==> config.mk <==
export PLATFORM = sky130hd
export DESIGN_NAME = vectorial_engine
export DESIGN_NICKNAME = d
export VERILOG_FILES = /design/src/logic/engine_types_pkg.sv /design/src/logic/regex_isa_pkg.sv /design/src/logic/vectorial_engine.sv /design/src/logic/thread_counter.sv /design/src/logic/regex_cpu.sv /design/src/logic/fetch_arbiter.sv /design/src/logic/thread_arbiter.sv /design/src/logic/thread_fifo.sv
export VERILOG_INCLUDE_DIRS = /design/src /design/src/logic
export SDC_FILE = /design/constraint.sdc
export NUM_CORES = 1
export LEC_CHECK = 0
export BUFFER_PORTS_ARGS = -buffer_cell sky130_fd_sc_hd__buf_2
export CAP_MARGIN = 20
export CORE_MARGIN = 1.5
export CORE_UTILIZATION = 30
export DETAILED_ROUTE_END_ITERATION = 6
export HOLD_SLACK_MARGIN = 0.1
export PLACE_DENSITY = 0.51
export SYNTH_ARGS = -nofsm -noshare
export SYNTH_HDL_FRONTEND = slang
export SYNTH_SLANG_ARGS = --single-unit
==> constraint.sdc <==
create_clock -name clk -period 7.4 [get_ports clk]
set_clock_uncertainty 0.1 [all_clocks]
set_input_delay 1.85 -clock clk [delete_from_list [all_inputs] [get_ports clk]]
set_output_delay 1.85 -clock clk [all_outputs]
set_load 0.01 [all_outputs]
==> src/logic/regex_consts.svh <==
`ifndef REGEX_CONSTS_SVH
`define REGEX_CONSTS_SVH

// thread fields
`define PC_WIDTH 7
`define CC_ID_BITS 2
`define LANES (1 << `CC_ID_BITS)  // one lane per window character

// program and window
`define CHAR_WIDTH 8
`define INSTR_WIDTH 16
`define OPCODE_WIDTH 2  // top bits of an instruction

// storage and bookkeeping
`define FIFO_DEPTH 8
`define THREAD_COUNT_WIDTH 6

`endif
==> src/logic/engine_types_pkg.sv <==
`include "regex_consts.svh"

package engine_types_pkg;

  typedef logic [`PC_WIDTH-1:0] pc_t;
  typedef logic [`CC_ID_BITS-1:0] cc_id_t;

  // pc in the upper bits, cc_id in the lower ones
  typedef logic [`PC_WIDTH+`CC_ID_BITS-1:0] thread_t;

  typedef logic [`LANES-1:0] lane_mask_t;
  typedef logic [`THREAD_COUNT_WIDTH-1:0] thread_count_t;

  typedef enum logic [2:0] {
    IDLE,    // waiting for a thread
    FETCH,   // instruction request outstanding
    EXEC,
    EMIT_A,  // first (or only) result
    EMIT_B   // second split target
  } cpu_state_t;

endpackage

==> src/logic/regex_isa_pkg.sv <==
`include "regex_consts.svh"

package regex_isa_pkg;

  // opcode lives in the top bits of every instruction
  typedef enum logic [`OPCODE_WIDTH-1:0] {
    MATCH  = 2'b00,  // operand[7:0] is the character
    SPLIT  = 2'b01,  // operand[13:7] first target, operand[6:0] second
    JMP    = 2'b10,  // operand[6:0] is the target
    ACCEPT = 2'b11   // operand ignored
  } opcode_t;

  typedef logic [`INSTR_WIDTH-1:0] instr_t;
  typedef logic [`INSTR_WIDTH-`OPCODE_WIDTH-1:0] operand_t;
  typedef logic [`CHAR_WIDTH-1:0] char_t;

endpackage

==> src/logic/vectorial_engine.sv <==
`timescale 1ns/1ps
`include "regex_consts.svh"

module vectorial_engine (
  input  logic                            clk,
  input  logic                            rst,
  input  logic [`LANES*`CHAR_WIDTH-1:0]   cur_window,  // char 0 in the low byte
  input  engine_types_pkg::lane_mask_t    cur_window_enable,
  input  logic                            input_pc_valid,
  input  engine_types_pkg::thread_t       input_pc_and_cc_id,
  output logic                            input_pc_ready,
  output logic                            output_pc_valid,
  output engine_types_pkg::thread_t       output_pc_and_cc_id,
  input  logic                            output_pc_ready,
  output logic                            memory_valid,
  output engine_types_pkg::pc_t           memory_addr,
  input  logic                            memory_ready,
  input  regex_isa_pkg::instr_t           memory_data,
  output logic                            accepts,
  output logic                            running,
  output engine_types_pkg::thread_count_t thread_count
);

  localparam int LAST = `LANES - 1;

  // arbiter side
  engine_types_pkg::lane_mask_t own_valid, own_ready;  // same-lane results
  engine_types_pkg::lane_mask_t adv_valid, adv_ready;  // threads entering from upstream
  engine_types_pkg::thread_t [`LANES-1:0] adv_data;
  engine_types_pkg::lane_mask_t arb_valid;
  engine_types_pkg::thread_t [`LANES-1:0] arb_data;

  // fifo side
  engine_types_pkg::lane_mask_t fifo_full, fifo_empty, fifo_wr;
  engine_types_pkg::thread_t [`LANES-1:0] fifo_dout;

  // cpu side
  engine_types_pkg::lane_mask_t cpu_in_valid, cpu_pop;
  engine_types_pkg::lane_mask_t cpu_out_valid, cpu_out_ready;
  engine_types_pkg::thread_t [`LANES-1:0] cpu_out_thread;
  engine_types_pkg::lane_mask_t cpu_spawn, cpu_retire, cpu_accept;
  engine_types_pkg::lane_mask_t fetch_req, fetch_done;
  logic [`LANES*`PC_WIDTH-1:0] fetch_addr;
  regex_isa_pkg::instr_t fetch_instr;

  logic in_xfer;
  logic out_xfer;

  for (genvar i = 0; i < `LANES; i++) begin : g_lane
    assign own_valid[i] = cpu_out_valid[i] &&
                          cpu_out_thread[i][`CC_ID_BITS-1:0] == engine_types_pkg::cc_id_t'(i);

    if (i == 0) begin : g_ext
      assign adv_valid[i] = input_pc_valid;
      assign adv_data[i]  = input_pc_and_cc_id;
    end else begin : g_prev
      assign adv_valid[i] = cpu_out_valid[i-1] && !own_valid[i-1];
      assign adv_data[i]  = cpu_out_thread[i-1];
    end

    // lane i result goes home or one lane down, the last lane leaves the engine
    if (i == LAST) begin : g_exit
      assign cpu_out_ready[i] = own_valid[i] ? own_ready[i] : output_pc_ready;
    end else begin : g_next
      assign cpu_out_ready[i] = own_valid[i] ? own_ready[i] : adv_ready[i+1];
    end

    assign fifo_wr[i]      = arb_valid[i] && !fifo_full[i];
    assign cpu_in_valid[i] = !fifo_empty[i] && cur_window_enable[i];

    thread_arbiter #(
      .ROUND_ROBIN(i != 0)  // lane 0 must never refuse the input port
    ) u_arb (
      .clk       (clk),
      .rst       (rst),
      .in_0_valid(own_valid[i]),
      .in_0_data (cpu_out_thread[i]),
      .in_0_ready(own_ready[i]),
      .in_1_valid(adv_valid[i]),
      .in_1_data (adv_data[i]),
      .in_1_ready(adv_ready[i]),
      .out_valid (arb_valid[i]),
      .out_data  (arb_data[i]),
      .out_ready (!fifo_full[i])
    );

    thread_fifo #(
      .DEPTH(`FIFO_DEPTH)
    ) u_fifo (
      .clk  (clk),
      .rst  (rst),
      .din  (arb_data[i]),
      .wr_en(fifo_wr[i]),
      .rd_en(cpu_pop[i]),
      .dout (fifo_dout[i]),
      .full (fifo_full[i]),
      .empty(fifo_empty[i])
    );

    regex_cpu #(
      .LANE_ID(i)
    ) u_cpu (
      .clk        (clk),
      .rst        (rst),
      .cur_char   (cur_window[i*`CHAR_WIDTH +: `CHAR_WIDTH]),
      .in_valid   (cpu_in_valid[i]),
      .in_thread  (fifo_dout[i]),
      .in_pop     (cpu_pop[i]),
      .fetch_req  (fetch_req[i]),
      .fetch_addr (fetch_addr[i*`PC_WIDTH +: `PC_WIDTH]),
      .fetch_done (fetch_done[i]),
      .fetch_instr(fetch_instr),
      .out_valid  (cpu_out_valid[i]),
      .out_thread (cpu_out_thread[i]),
      .out_ready  (cpu_out_ready[i]),
      .spawn      (cpu_spawn[i]),
      .retire     (cpu_retire[i]),
      .accept     (cpu_accept[i])
    );
  end

  fetch_arbiter u_fetch (
    .clk         (clk),
    .rst         (rst),
    .req         (fetch_req),
    .req_addr    (fetch_addr),
    .grant_done  (fetch_done),
    .instr       (fetch_instr),
    .memory_valid(memory_valid),
    .memory_addr (memory_addr),
    .memory_ready(memory_ready),
    .memory_data (memory_data)
  );

  assign input_pc_ready      = !fifo_full[0];
  assign output_pc_valid     = cpu_out_valid[LAST] && !own_valid[LAST];
  assign output_pc_and_cc_id = cpu_out_thread[LAST];
  assign accepts             = |cpu_accept;

  assign in_xfer  = input_pc_valid && input_pc_ready;
  assign out_xfer = output_pc_valid && output_pc_ready;

  thread_counter u_count (
    .clk    (clk),
    .rst    (rst),
    .spawn  ({in_xfer, cpu_spawn}),
    .retire ({out_xfer, cpu_retire}),
    .count  (thread_count),
    .running(running)
  );

  // new threads always start on the first character
  assert property (@(posedge clk) disable iff (rst)
    input_pc_valid |-> input_pc_and_cc_id[`CC_ID_BITS-1:0] == '0);

  // an accepted input thread really lands in the lane 0 fifo
  assert property (@(posedge clk) disable iff (rst) in_xfer |-> adv_ready[0] && fifo_wr[0]);

endmodule

==> src/logic/thread_counter.sv <==
`timescale 1ns/1ps
`include "regex_consts.svh"

module thread_counter (
  input  logic                            clk,
  input  logic                            rst,
  input  logic [`LANES:0]                 spawn,   // lanes plus external input
  input  logic [`LANES:0]                 retire,  // lanes plus output port
  output engine_types_pkg::thread_count_t count,
  output logic                            running
);

  engine_types_pkg::thread_count_t n_spawn;
  engine_types_pkg::thread_count_t n_retire;

  assign n_spawn  = engine_types_pkg::thread_count_t'($countones(spawn));
  assign n_retire = engine_types_pkg::thread_count_t'($countones(retire));

  always_ff @(posedge clk) begin
    if (rst) count <= '0;
    else count <= count + n_spawn - n_retire;
  end

  assign running = count != '0;

  // a thread is never retired that was not counted in
  assert property (@(posedge clk) disable iff (rst) {1'b0, count} + n_spawn >= n_retire);

endmodule

==> src/logic/regex_cpu.sv <==
`timescale 1ns/1ps
`include "regex_consts.svh"

module regex_cpu #(
  parameter int LANE_ID = 0
) (
  input  logic                      clk,
  input  logic                      rst,
  input  regex_isa_pkg::char_t      cur_char,
  input  logic                      in_valid,
  input  engine_types_pkg::thread_t in_thread,
  output logic                      in_pop,
  output logic                      fetch_req,
  output engine_types_pkg::pc_t     fetch_addr,
  input  logic                      fetch_done,
  input  regex_isa_pkg::instr_t     fetch_instr,
  output logic                      out_valid,
  output engine_types_pkg::thread_t out_thread,
  input  logic                      out_ready,
  output logic                      spawn,
  output logic                      retire,
  output logic                      accept
);

  localparam engine_types_pkg::cc_id_t OWN_CC  = engine_types_pkg::cc_id_t'(LANE_ID);
  localparam engine_types_pkg::cc_id_t NEXT_CC = engine_types_pkg::cc_id_t'(LANE_ID + 1);

  engine_types_pkg::cpu_state_t state;
  engine_types_pkg::cpu_state_t state_next;
  engine_types_pkg::pc_t        pc_q;
  regex_isa_pkg::instr_t        instr_q;
  regex_isa_pkg::opcode_t       opcode;
  engine_types_pkg::pc_t        target_a;
  engine_types_pkg::pc_t        target_b;
  logic                         char_hit;
  logic                         drop;

  assign opcode   = regex_isa_pkg::opcode_t'(instr_q[`INSTR_WIDTH-1 -: `OPCODE_WIDTH]);
  assign target_a = instr_q[`PC_WIDTH +: `PC_WIDTH];  // split first target
  assign target_b = instr_q[`PC_WIDTH-1:0];           // jmp target or split second
  assign char_hit = instr_q[`CHAR_WIDTH-1:0] == cur_char;

  // thread ends here on accept or on a failed match
  assign drop = opcode == regex_isa_pkg::ACCEPT ||
                (opcode == regex_isa_pkg::MATCH && !char_hit);

  always_ff @(posedge clk) begin
    if (rst) state <= engine_types_pkg::IDLE;
    else state <= state_next;
  end

  always_ff @(posedge clk) begin
    if (in_pop) pc_q <= in_thread[`CC_ID_BITS +: `PC_WIDTH];
    if (fetch_done) instr_q <= fetch_instr;
  end

  always_comb begin
    state_next = state;
    case (state)
      engine_types_pkg::IDLE: begin
        if (in_valid) state_next = engine_types_pkg::FETCH;
      end
      engine_types_pkg::FETCH: begin
        if (fetch_done) state_next = engine_types_pkg::EXEC;
      end
      engine_types_pkg::EXEC: begin
        state_next = drop ? engine_types_pkg::IDLE : engine_types_pkg::EMIT_A;
      end
      engine_types_pkg::EMIT_A: begin
        if (out_ready) begin
          state_next = (opcode == regex_isa_pkg::SPLIT) ? engine_types_pkg::EMIT_B
                                                        : engine_types_pkg::IDLE;
        end
      end
      engine_types_pkg::EMIT_B: begin
        if (out_ready) state_next = engine_types_pkg::IDLE;
      end
      default: state_next = engine_types_pkg::IDLE;
    endcase
  end

  // result thread, built from the held instruction
  always_comb begin
    out_thread = {target_b, OWN_CC};
    if (state == engine_types_pkg::EMIT_A && opcode == regex_isa_pkg::SPLIT) begin
      out_thread = {target_a, OWN_CC};
    end else if (opcode == regex_isa_pkg::MATCH) begin
      out_thread = {pc_q + 1'b1, NEXT_CC};  // moves on to the next character
    end
  end

  assign in_pop     = state == engine_types_pkg::IDLE && in_valid;
  assign fetch_req  = state == engine_types_pkg::FETCH;
  assign fetch_addr = pc_q;
  assign out_valid  = state == engine_types_pkg::EMIT_A || state == engine_types_pkg::EMIT_B;
  assign spawn      = state == engine_types_pkg::EMIT_B && out_ready;
  assign accept     = state == engine_types_pkg::EXEC && opcode == regex_isa_pkg::ACCEPT;
  assign retire     = state == engine_types_pkg::EXEC && drop;

  // routing must only hand this lane its own threads
  assert property (@(posedge clk) disable iff (rst)
    in_pop |-> in_thread[`CC_ID_BITS-1:0] == OWN_CC);

endmodule

==> src/logic/fetch_arbiter.sv <==
`timescale 1ns/1ps
`include "regex_consts.svh"

module fetch_arbiter (
  input  logic                           clk,
  input  logic                           rst,
  input  engine_types_pkg::lane_mask_t   req,
  input  logic [`LANES*`PC_WIDTH-1:0]    req_addr,
  output engine_types_pkg::lane_mask_t   grant_done,
  output regex_isa_pkg::instr_t          instr,
  output logic                           memory_valid,
  output engine_types_pkg::pc_t          memory_addr,
  input  logic                           memory_ready,
  input  regex_isa_pkg::instr_t          memory_data
);

  engine_types_pkg::lane_mask_t grant;  // one-hot while a fetch is out
  engine_types_pkg::cc_id_t ptr;        // first lane to look at
  engine_types_pkg::cc_id_t pick;
  engine_types_pkg::cc_id_t idx;
  logic found;

  // first requester at or after the pointer
  always_comb begin
    pick  = ptr;
    found = 1'b0;
    for (int k = 0; k < `LANES; k++) begin
      idx = ptr + engine_types_pkg::cc_id_t'(k);
      if (!found && req[idx]) begin
        pick  = idx;
        found = 1'b1;
      end
    end
  end

  always_ff @(posedge clk) begin
    if (rst) begin
      grant <= '0;
      ptr   <= '0;
    end else if (memory_valid) begin
      if (memory_ready) grant <= '0;
    end else if (found) begin
      grant <= engine_types_pkg::lane_mask_t'(1) << pick;
      ptr   <= pick + 1'b1;  // served lane goes last next time
    end
  end

  always_ff @(posedge clk) begin
    if (!memory_valid && found) memory_addr <= req_addr[pick*`PC_WIDTH +: `PC_WIDTH];
  end

  assign memory_valid = |grant;
  assign grant_done   = memory_ready ? grant : '0;
  assign instr        = memory_data;  // only the granted cpu samples it

  // the granted cpu keeps asking until its reply
  assert property (@(posedge clk) disable iff (rst)
    memory_valid |-> $onehot(grant) && |(grant & req));

endmodule

==> src/logic/thread_arbiter.sv <==
`timescale 1ns/1ps

module thread_arbiter #(
  parameter bit ROUND_ROBIN = 1'b1
) (
  input  logic                      clk,
  input  logic                      rst,
  input  logic                      in_0_valid,
  input  engine_types_pkg::thread_t in_0_data,
  output logic                      in_0_ready,
  input  logic                      in_1_valid,
  input  engine_types_pkg::thread_t in_1_data,
  output logic                      in_1_ready,
  output logic                      out_valid,
  output engine_types_pkg::thread_t out_data,
  input  logic                      out_ready
);

  logic last_1;  // in_1 won the last transfer
  logic pick_1;

  // fixed mode always lets in_1 through first, it carries the upstream threads
  assign pick_1 = in_1_valid && (!in_0_valid || !ROUND_ROBIN || !last_1);

  assign out_valid  = in_0_valid || in_1_valid;
  assign out_data   = pick_1 ? in_1_data : in_0_data;
  assign in_0_ready = out_ready && !pick_1;
  assign in_1_ready = out_ready && pick_1;

  always_ff @(posedge clk) begin
    if (rst) begin
      last_1 <= 1'b0;
    end else if (out_valid && out_ready) begin
      last_1 <= pick_1;
    end
  end

  // a refused source keeps offering the same thread
  assert property (@(posedge clk) disable iff (rst)
    in_0_valid && !in_0_ready |=> in_0_valid && $stable(in_0_data));
  assert property (@(posedge clk) disable iff (rst)
    in_1_valid && !in_1_ready |=> in_1_valid && $stable(in_1_data));

endmodule

==> src/logic/thread_fifo.sv <==
`timescale 1ns/1ps
`include "regex_consts.svh"

module thread_fifo #(
  parameter int DEPTH = `FIFO_DEPTH
) (
  input  logic                      clk,
  input  logic                      rst,
  input  engine_types_pkg::thread_t din,
  input  logic                      wr_en,
  input  logic                      rd_en,
  output engine_types_pkg::thread_t dout,
  output logic                      full,
  output logic                      empty
);

  localparam int PTR_W = $clog2(DEPTH);

  engine_types_pkg::thread_t mem [DEPTH];
  logic [PTR_W-1:0] rd_ptr;
  logic [PTR_W-1:0] wr_ptr;
  logic [PTR_W:0]   count;

  function automatic logic [PTR_W-1:0] bump(input logic [PTR_W-1:0] p);
    return (p == PTR_W'(DEPTH - 1)) ? '0 : p + 1'b1;
  endfunction

  always_ff @(posedge clk) begin
    if (rst) begin
      rd_ptr <= '0;
      wr_ptr <= '0;
      count  <= '0;
    end else begin
      if (wr_en) wr_ptr <= bump(wr_ptr);
      if (rd_en) rd_ptr <= bump(rd_ptr);
      count <= count + {{PTR_W{1'b0}}, wr_en} - {{PTR_W{1'b0}}, rd_en};
    end
  end

  always_ff @(posedge clk) begin
    if (wr_en) mem[wr_ptr] <= din;
  end

  assign dout  = mem[rd_ptr];  // head shows without a read
  assign full  = count == (PTR_W + 1)'(DEPTH);
  assign empty = count == '0;

  // the arbiter and the cpu must both respect the flags
  assert property (@(posedge clk) disable iff (rst) wr_en |-> !full);
  assert property (@(posedge clk) disable iff (rst) rd_en |-> !empty);

endmodule

# ---- Word-level counts from Yosys, hierarchy flattened
# Memories as Yosys holds them, arrays and structs flattened. A register that Yosys moved wholly into a read port is not among the register bits.
# Index checks and enable logic that the tools add are counted.
dict set report classes {
  mux 79
  n_div 0
  n_addsub 34
  n_lt_le_gt_ge 4
  n_eq_ne 60
  n_shift 2
  bitwise_logic 1
  n_reduce_logical 121
  multipliers 1
}
# cell n
set op_table {}
lappend op_table {{2-to-1 mux 9 bit} 12}
lappend op_table {{2-to-1 mux 3 bit} 28}
lappend op_table {{case mux 3 bit (5 select lines)} 4}
lappend op_table {{logical AND 1 bit} 56}
lappend op_table {{== test 3 bit, second input constant} 12}
lappend op_table {{== test 8 bit} 4}
lappend op_table {{adder 7 x 1 -> 7 bit, second input constant} 4}
lappend op_table {{indexed part select 28 x 6 -> 7 bit} 1}
lappend op_table {{logical NOT 1 bit} 27}
lappend op_table {{adder 3 x 1 -> 3 bit, second input constant} 8}
lappend op_table {{== test 3 x 2 -> 1 bit, second input constant} 8}
lappend op_table {{inequality test 2 x 1 -> 1 bit, second input constant} 12}
lappend op_table {{2-to-1 mux 1 bit} 20}
lappend op_table {{adder 6 bit} 3}
lappend op_table {{adder 4 x 1 -> 4 bit} 4}
lappend op_table {{== test 4 bit, second input constant} 4}
lappend op_table {{logical NOT 4 bit} 4}
lappend op_table {{2-to-1 mux 4 bit} 4}
lappend op_table {{AND reduction 4 bit} 4}
lappend op_table {{subtractor 4 x 1 -> 4 bit} 4}
lappend op_table {{logical OR 1 bit} 15}
lappend op_table {{2-to-1 mux 2 bit} 7}
lappend op_table {{adder 6 x 1 -> 6 bit} 2}
lappend op_table {{== test 2 bit, second input constant} 6}
lappend op_table {{18 further kinds} 49}
dict set report word_totals {
  output_inout_bits 27
  in_bits 66
  n_memories 4
  ramBits 288
  word_cells 333
  register_bits 138
  mem_bits_ro 0
  latchBits 0
}
# memory words width read_ports rd_ports_with_merged_regs wr line
set memory_table {}
lappend memory_table {{g_lane[0].u_fifo.mem} 8 9 1 1 1 thread_fifo.sv:19} ;# engine_types_pkg::thread_t mem [DEPTH];
lappend memory_table {{g_lane[1].u_fifo.mem} 8 9 1 1 1 thread_fifo.sv:19}
lappend memory_table {{g_lane[2].u_fifo.mem} 8 9 1 1 1 thread_fifo.sv:19}
lappend memory_table {{g_lane[3].u_fifo.mem} 8 9 1 1 1 thread_fifo.sv:19}

# ---- Depth between registers and ports, before layout
# Gate-level depths: netlist of the first run.
dict set report logic_depth {
  ltp_word 17
  ltp_mapped 20
  mapped_depth_nobuf 20
}

# ---- By module
# From an unflattened synthesis of the first run, not the netlist that was laid out.
dict set report unflattened {
  cells_unflattened 1418
  hier_area_um2 21633.2
}
# module cells_per_inst seq_area_each_um2 n_inst area_each_um2
set modules_own_cells {}
lappend modules_own_cells {thread_fifo 177 2422.3 4 3442.1}
lappend modules_own_cells {{regex_cpu at g_lane[0].u_cpu ...} 118 750.7 2 1347.5}
lappend modules_own_cells {{regex_cpu at g_lane[3].u_cpu} 116 750.7 1 1343.8}
lappend modules_own_cells {{regex_cpu at g_lane[1].u_cpu} 106 750.7 1 1273.7}
lappend modules_own_cells {fetch_arbiter 91 330.3 1 919.6}
lappend modules_own_cells {{thread_arbiter at g_lane[1].u_arb ...} 17 20.0 3 210.2}
lappend modules_own_cells {thread_counter 68 120.1 1 614.3}
lappend modules_own_cells {vectorial_engine 29 0.0 1 226.5}
lappend modules_own_cells {{thread_arbiter at g_lane[0].u_arb} 13 0.0 1 161.4}

# ---- Least setup slack after synthesis of the first run
# Ideal clock, no wire load.
dict set report synth_timing {
  path_type {input -> register}
  start {input port cur_window[20]}
  end {register u_count.count[5]}
  path_slack_ps 1511
  required_ps 7179
  arrival_ps 5668
  setup_time_ps 121
  path_stages 14
  n_path_buf 0
  cell_sequence {xnor2_1 nand4_1 o21ai_0 a2111oi_0 fa_1 fa_1 fa_1 inv_1 ha_1 a21o_1 a21oi_1 o21bai_1 a21oi_1 mux2_2}
}
dict set report synth_via {
  elab_chain_cells 9
}
# element line
set synth_lines {}
lappend synth_lines {{from (decl)} vectorial_engine.sv:7} ;# input logic [`LANES*`CHAR_WIDTH-1:0] cur_window,
lappend synth_lines {{== test 8 bit} regex_cpu.sv:41} ;# assign char_hit = instr_q[`CHAR_WIDTH-1:0] == cur_char;
lappend synth_lines {{logical NOT 1 bit} regex_cpu.sv:45} ;# (opcode == regex_isa_pkg::MATCH && !char_hit);
lappend synth_lines {{logical AND 1 bit} regex_cpu.sv:45}
lappend synth_lines {{logical OR 1 bit} regex_cpu.sv:44} ;# assign drop = opcode == regex_isa_pkg::ACCEPT ||
lappend synth_lines {{logical AND 1 bit} regex_cpu.sv:98} ;# assign retire = state == engine_types_pkg::EXEC && drop;
lappend synth_lines {{adder 1 x 1 -> 2 bit (not written as such)} thread_counter.sv:17} ;# assign n_retire = engine_types_pkg::thread_count_t'($countones(retire));
lappend synth_lines {{adder 6 bit (not written as such)} thread_counter.sv:17}
lappend synth_lines {{adder 6 x 1 -> 6 bit (not written as such)} thread_counter.sv:17}
lappend synth_lines {{subtractor 6 bit} thread_counter.sv:21} ;# else count <= count + n_spawn - n_retire;
lappend synth_lines {{to (signal assigned)} thread_counter.sv:21}
lappend synth_lines {{to (decl)} thread_counter.sv:9} ;# output engine_types_pkg::thread_count_t count,
# No other way between the ends.
# A chain may end at the register's enable or synchronous reset.

# ---- Worst setup path in the final report of the first run
dict set report layout_timing {
  start {input port cur_window[11]}
  end {register u_count.count[5]}
}
# The elaborated chain is that of the path after synthesis.

==> results of run 1 <==
-- power breakdown --
| group | switching [mW] | total, mW | internal [mW] |
|---|---|---|---|
| combinational | 1.03 | 1.86 | 0.826 |
| clock | 0.883 | 2.14 | 1.26 |
| sequential | 0.258 | 2.99 | 2.73 |
-- area by class of cell --
| type | count | area [um2] | area share (%) |
|---|---|---|---|
| inverter | 67 | 251 | 1.21 |
| clock buffer | 54 | 1170 | 5.62 |
| antenna | 1 | 2.50 | 0.0120 |
| timing repair buffer | 120 | 723 | 3.48 |
| multi-input combinational | 760 | 6390 | 30.8 |
| clock inverter | 24 | 243 | 1.17 |
| tap | 773 | 967 | 4.65 |
| sequential | 390 | 11000 | 53.1 |
-- worst min-delay path by stage --
stage	to	slack, ns
after floorplan	g_lane[3].u_arb.last_1	0.37
after global placement	u_fetch.ptr[0]	0.40
after detailed placement	g_lane[3].u_arb.last_1	0.41
after CTS	g_lane[3].u_arb.last_1	0.42
after global routing	u_fetch.ptr[0]	0.46
final	g_lane[3].u_arb.last_1	0.42
-- logic make-up after synthesis --
logic type	synth area share, %
adders and majority gates	5.60
DFF	61.9
and+or+nand+nor	8.79
buffers and inverters	2.52
AOI/OAI and AO/OA	6.36
xor gates and xnor gates	2.80
muxes	12.1
-- per-layer routing --
| layer | up-vias | GRT usage, % |
|---|---|---|
| li1 | 5013 | - |
| met3 | 76 | 2.87 |
| met5 | - | 0 |
| met1 | 5347 | 20.5 |
| met4 | 2 | 4.68 |
| met2 | 267 | 25.0 |
-- flip-flops by register name, summed over array words and instances, names as in the netlist --
| register | count |
|---|---|
| u_fetch.memory_addr | 7 |
| g_lane.u_fifo.mem | 224 |
| g_lane.u_cpu.instr_q | 64 |
| g_lane.u_arb.last_1 | 3 |
| g_lane.u_cpu.state | 12 |
| g_lane.u_fifo.wr_ptr | 12 |
| g_lane.u_fifo.rd_ptr | 12 |
| g_lane.u_cpu.fetch_addr | 28 |
| u_count.count | 6 |
| u_fetch.grant | 4 |
| u_fetch.ptr | 2 |
| g_lane.u_fifo.count | 16 |
-- tightest hold or removal path, stage by stage (launching register included) --
cell     delay (ns)
dfxtp_1        0.33
o21ai_0        0.08
a21oi_1        0.06
-- through the flow --
stage / power (mW) / area (um2) / instances / worst slack (ns) / hold WS [ns]
2_1_floorplan: 4.29 / 17800 / 1263 / 1.51 / 0.372
3_3_place_gp: 4.84 / 19300 / 2107 / 0.934 / 0.404
3_5_place_dp: 4.88 / 19300 / 2109 / 0.979 / 0.406
4_1_cts: 7.06 / 20800 / 2187 / 1.56 / 0.417
5_1_grt: 7.39 / 20800 / 2188 / 1.26 / 0.457
6_report: 6.99 / 20800 / 2189 / 1.53 / 0.420
-- cell usage in the layout (no fill, tap or decap), types with 8 or more instances in the layout --
cell / count
a211oi_1: 20
a21o_1: 11
a21oi_1: 73
buf_2: 90
buf_4: 27
clkbuf_16: 43
clkinv_1: 9
dfxtp_1: 67
edfxtp_1: 323
fa_1: 13
ha_1: 59
inv_1: 66
mux2_2: 29
mux2i_1: 54
mux4_2: 56
nand2_1: 70
nand2b_1: 10
nand3_1: 18
nand4_1: 10
nor2_1: 100
nor2b_1: 15
nor3_1: 19
nor3b_1: 8
o21ai_0: 20
or3_1: 15
xnor2_1: 35
xor2_1: 22
==> metrics.md, run 1 <==
| Metric | Value |
|---|---|
| Outcome | completed |
| GPL Wtd Cong | 0.830 |
| Setup violators final | 0 |
| Cells after synthesis | 1263 |
| Global-route usage over all layers | 15.3% |
| Sequential cell area fraction in the yosys report | 61.9% |
| Mapped Area | 0.0178 mm2 |
| Die area | 0.0610 mm2 |
| Metal1 wirelength | 20600 um |
| Initial Utilization | 30.3% |
| GRT Residual Overflow | 0 |
| Slew @ Worst Pin | 1.05 ns |
| Crit path to | u_count.count[5] |
| CP Data Arrival Time | 6.22 ns |
| Worst R2R End | u_count.count[5] |
| Flop2flop setup slack | 1.86 ns |
| Most used DFF post-synth | edfxtp_1 |
| WHS Path Cells | 2 |
| Die H | 247 um |
| # fillers | 5617 |
| Hold Crit Start | g_lane[3].u_arb.last_1 |
| DRT Pass-1 Iters | 7 |
| Worst skew pair latency | 0.58 ns |
| P_leak | 7.25 nW |
| Ys Warns | 0 |
| Syn_nets | 1401 |
| Number of global-route vias before repair | 10700 |
| CTS Hold Bufs | 0 |
| CP Depth | 18 |
| Reg-to-reg critical path startpoint | g_lane[2].u_cpu.instr_q[15] |
| Hpwl dp | 33400 um |
| Startpoint types | input pin |
| Top-area cell type share of the netlist area | 54.4% |
| CP required | 7.75 ns |
| Distinct cells, synth | 70 |
| CTS clock-pin slew for the worst setup and hold paths | 0.06 ns |
| Post-CTS setup buffers | 0 |
| CP top delay family | adder cells |
| Number of port buffers | 90 |
| Crit path launch | cur_window[11] |
| EDFF count, synth | 323 |
| Max-slew headroom | 29.6% |
| Worst Hold Class | reg -> reg |
| Die Wd | 247 um |
| Synthesis-stage register bit count | 390 |
| Largest net degree at the start of global routing | 36 |
| Most frequent cell after synthesis | edfxtp_1 |
| # rows | 89 |
| Final Cycle Share | 79.3% |
| Slowest-stage cell, CP | fa_1 |
| Crit path cell chain | buf_2 > xnor2_1 > nand4_1 > o21ai_0 > a21boi_0 > ha_1 > fa_1 > inv_1 > fa_1 > inv_1 > fa_1 > inv_1 > ha_1 > a21o_1 > a21oi_1 > o21bai_1 > a21oi_1 > mux2_2 |
| Slowest stage delay, CP | 0.59 ns |
| CP bufs+invs | 4 |
| Met3 routed WL | 2080 um |
| Root Buffer Master | clkbuf_16 |
| Total I/O pin count | 93 |
| Post-Syn Area per Cell | 14.1 um2 |
| P per Cell Area | 336 mW/mm2 |
| Fmax | 170 MHz |
| Final Hold Fails | 0 |
| DR iter-0 viols | 913 |
| Minimum clock period | 5.87 ns |
| Max-Cap Viols | 0 |
| Via/cell ratio | 4.89 |
| Synth top cells by count | edfxtp_1 (323), nor2_1 (100), a21oi_1 (73) |
| Maximum VDD drop | 0.183 mV |
| TritonCTS Buffers | 43 |
| Path depth of the worst reg2reg path | 16 |
| Core area | 0.0589 mm2 |
| Fin nets | 1520 |
| Setup TNS Final | 0 ns |
| H-tree levels | 2 |
| Ranking of synthesized cells by area | edfxtp_1 (54%), dfxtp_1 (7.5%), mux4_2 (7.1%), ha_1 (4.1%), mux2i_1 (3.0%) |
| Met2 WL | 21900 um |
| Area grow syn2layout | 16.5% |
| Vias | 10700 |
| Pins Over Slew Limit | 0 |
| Post-CTS Resized | 0 |
| Max clock buf depth | 3 |
| CP Class | in -> reg |
| Antenna-violating nets left | 0 |
| Core Util, Final | 35.3% |
| First-pass GRT wire length | 68000 um |
| Share of cells above drive strength 1 | 20.9% |
| Final Routed Wirelength | 46000 um |
| Ys async rst share | 0% |
| CTS Sinks | 390 |
| RSZ-0062 raised after global routing | no |
| Residual DRC | 0 |
| Highest routing layer actually used | met5 |
| Max FO, Critical Path | 3 |
| Routed len/inst | 21.0 um |
| Antenna violations before repair | 2 |
| CP Capture Type | register |
| CTS tree | yes |
| Area leader, netlist | edfxtp_1 |
No activity file was read; power rests on OpenSTA's default activity.
==> run 2: changes to the inputs <==
PLACE_DENSITY = 0.53   (was 0.51)
clock period = 5.1 ns   (was 7.4 ns; I/O delays follow)
==> metrics.md, run 2 (synthesis results as in run 1) <==
| Metric | Value |
|---|---|
| Maximum VDD drop | 0.329 mV (+80%) |
| Minimum clock period | 4.97 ns |
| Switching Share | 31.4% (+0.33 points) |
| Max clock buf depth | 3 (unchanged) |
| GPL Wtd Cong | 0.877 (+5.6%) |
| Met3 usage | 2.70% (-0.16 points) |
| Worst Hold Class | reg -> reg |
| Startpoint types | input pin |
| First-pass GRT wire length | 68600 um (+0.86%) |
| Max FO, Critical Path | 2 (-1) |
| Largest net degree at the start of global routing | 44 (+22%) |
| Worst R2R End | u_count.count[5] |
| Antenna-violating nets left | 0 (unchanged) |
| Vias | 10900 (+1.7%) |
| CP Class | in -> reg |
| Flop2flop setup slack | 0.39 ns (-1.47 ns) |
| NetSw | 3.20 mW (+47%) |
| Internal | 6.98 mW (+45%) |
| Outcome | completed |
| DRT Pass-1 Iters | 5 (-2) |
| # rows | 89 (unchanged) |
| Dpl ws | -0.700 ns (-1.68 ns) |
| Path depth of the worst reg2reg path | 17 (+1) |
| Reg power frac | 42.3% (-0.5 points) |
| CTS clock-pin slew for the worst setup and hold paths | 0.06 ns (about the same) |
| CP Data Arrival Time | 5.33 ns (-0.89 ns) |
| Number of global-route vias before repair | 11000 (+3.3%) |
| RSZ-0062 raised after global routing | no |
| Worst skew pair latency | 0.58 ns (about the same) |
| Clock Power Share | 29.5% (-1.1 points) |
| Die Wd | 247 um (unchanged) |
| Core area | 0.0589 mm2 (unchanged) |
| CTS Hold Bufs | 0 (unchanged) |
| Routed len/inst | 20.6 um (-2.2%) |
| Core Util, Final | 35.8% (+0.47 points) |
| P_leak | 7.44 nW (+2.6%) |
| Final setup margin | 0.130 ns (-1.40 ns) |
| GRT Residual Overflow | 0 (unchanged) |
| H-tree levels | 2 (unchanged) |
| Final Cycle Share | 97.5% |
| Total I/O pin count | 93 (unchanged) |
| Fin nets | 1558 (+2.5%) |
| Number of flip-flops in the largest register | 224 (unchanged) |
| # fillers | 5602 (-0.27%) |
| Most Crowded Layer GR | met2 |
| CTS tree | yes |
| Final Hold Fails | 0 (unchanged) |
| WHS | 0.416 ns (-0.00455 ns) |
| Die H | 247 um (unchanged) |
| Met2 usage | 25.7% (+0.66 points) |
| Share of cells above drive strength 1 | 23.5% (+2.5 points) |
| Global-route usage over all layers | 15.3% (-0.031 points) |
| Fin cells | 2228 (+1.8%) |
| Area of the multi-input gates | 0.00642 mm2 (+0.51%) |
| Inst Count DP | 2147 (+1.8%) |
| Max-Cap Viols | 0 (unchanged) |
| Initial Utilization | 30.3% (unchanged) |
| DR iter-0 viols | 808 (-12%) |
| Area grow syn2layout | 18.1% |
| Residual DRC | 0 (unchanged) |
| Register area | 0.0110 mm2 (unchanged) |
| Met1 Track Usage GR | 20.1% (-0.40 points) |
| Setup violators final | 0 (unchanged) |
| CP required | 5.46 ns (-2.29 ns) |
| CTS Sinks | 390 (unchanged) |
| Most common cell after layout, fill and taps aside | edfxtp_1 |
| Fmax | 201 MHz |
| Largest Register | g_lane.u_fifo.mem |
| Reg-to-reg critical path startpoint | g_lane[1].u_cpu.state[0] |
| Hpwl dp | 33700 um (+0.99%) |
| Antenna violations before repair | 3 (+1) |
| Worst Hold Endpoint | g_lane[3].u_arb.last_1 |
| WHS Path Cells | 2 (unchanged) |
| Via/cell ratio | 4.88 (-0.13%) |
| Final Instance Area | 0.0211 mm2 (+1.3%) |
| Hold Crit Start | g_lane[3].u_arb.last_1 |
| Post-place instance area | 0.0196 mm2 (+1.5%) |
| Slew @ Worst Pin | 1.07 ns (+0.0279 ns) |
| P per Cell Area | 483 mW/mm2 (+44%) |
| Number of port buffers | 90 (unchanged) |
| CP Capture Type | register |
| Comb pwr share | 28.1% (+1.5 points) |
| Root Buffer Master | clkbuf_16 |
| Max-slew headroom | 27.7% (-1.9 points) |
| TritonCTS Buffers | 42 (-2.3%) |
| Most frequent cells in the layout | edfxtp_1 (323), nor2_1 (100), buf_2 (90) |
| Die area | 0.0610 mm2 (unchanged) |
| Final Routed Wirelength | 45800 um (-0.47%) |
| Pins Over Slew Limit | 0 (unchanged) |
[run 2: routing by layer]
metal	share of wire (%)	wire length [um]
met4	2.4	1090
met2	49	22500
met5	0.028	13
met3	4.7	2150
met1	44	20000
[run 2: layout make-up]
| type | instances | area share (%) |
|---|---|---|
| Multi-Input combinational cell | 760 | 30.5 |
| Tap cell | 773 | 4.59 |
| Sequential cell | 390 | 52.4 |
| Inverter | 67 | 1.19 |
| Antenna cell | 1 | 0.0119 |
| Clock inverter | 23 | 0.915 |
| Clock buffer | 55 | 5.46 |
| Timing Repair Buffer | 159 | 4.92 |
[run 2: critical path, cell delays in order]
cell      delay (ns)
buf_2           0.11
xnor2_2         0.12
nand4_1         0.20
o21ai_1         0.11
buf_4           0.15
a211oi_2        0.34
ha_2            0.36
fa_1            0.47
fa_1            0.45
fa_1            0.53
inv_1           0.05
ha_1            0.29
a21o_1          0.17
a21oi_2         0.15
o21bai_1        0.11
a21oi_2         0.15
mux2_4          0.31
[run 2: power groups by stage]
| stage | registers, mW | clock network [mW] | logic (mW) |
|---|---|---|---|
| 2_1_floorplan | 4.21 | 0 | 2.01 |
| 3_3_place_gp | 4.44 | 0 | 2.64 |
| 3_5_place_dp | 4.41 | 0 | 2.79 |
| 4_1_cts | 4.34 | 3.07 | 2.81 |
| 5_1_grt | 4.36 | 3.19 | 3.20 |
| 6_report | 4.31 | 3.00 | 2.86 |
[run 2: how the worst max path moves through the flow]
stage | slack [ns] | end | start
after detailed placement | -0.70 | u_count.count[5] | cur_window[5]
final | 0.13 | u_count.count[5] | cur_window[5]
after CTS | 0.01 | u_count.count[5] | cur_window[6]
after global routing | 0.01 | u_count.count[5] | cur_window[4]
after floorplan | 0.006 | u_count.count[5] | cur_window[4]
after global placement | -0.74 | u_count.count[5] | cur_window[3]
[run 2: metrics by stage]
step	total power, mW	setup TNS [ns]
detailed placement	7.19	-1.97
floorplan	6.22	0
CTS	10.2	0
finish	10.2	0
global route	10.7	0
global placement	7.08	-2.00
[run 2: repair_timing]
action                                  CTS  global route
hold endpoints to repair                  0             0
endpoints found under the setup margin    1             1
setup buffers                             0             1
pin swaps                                 3             9
gates resized for setup                   2             6
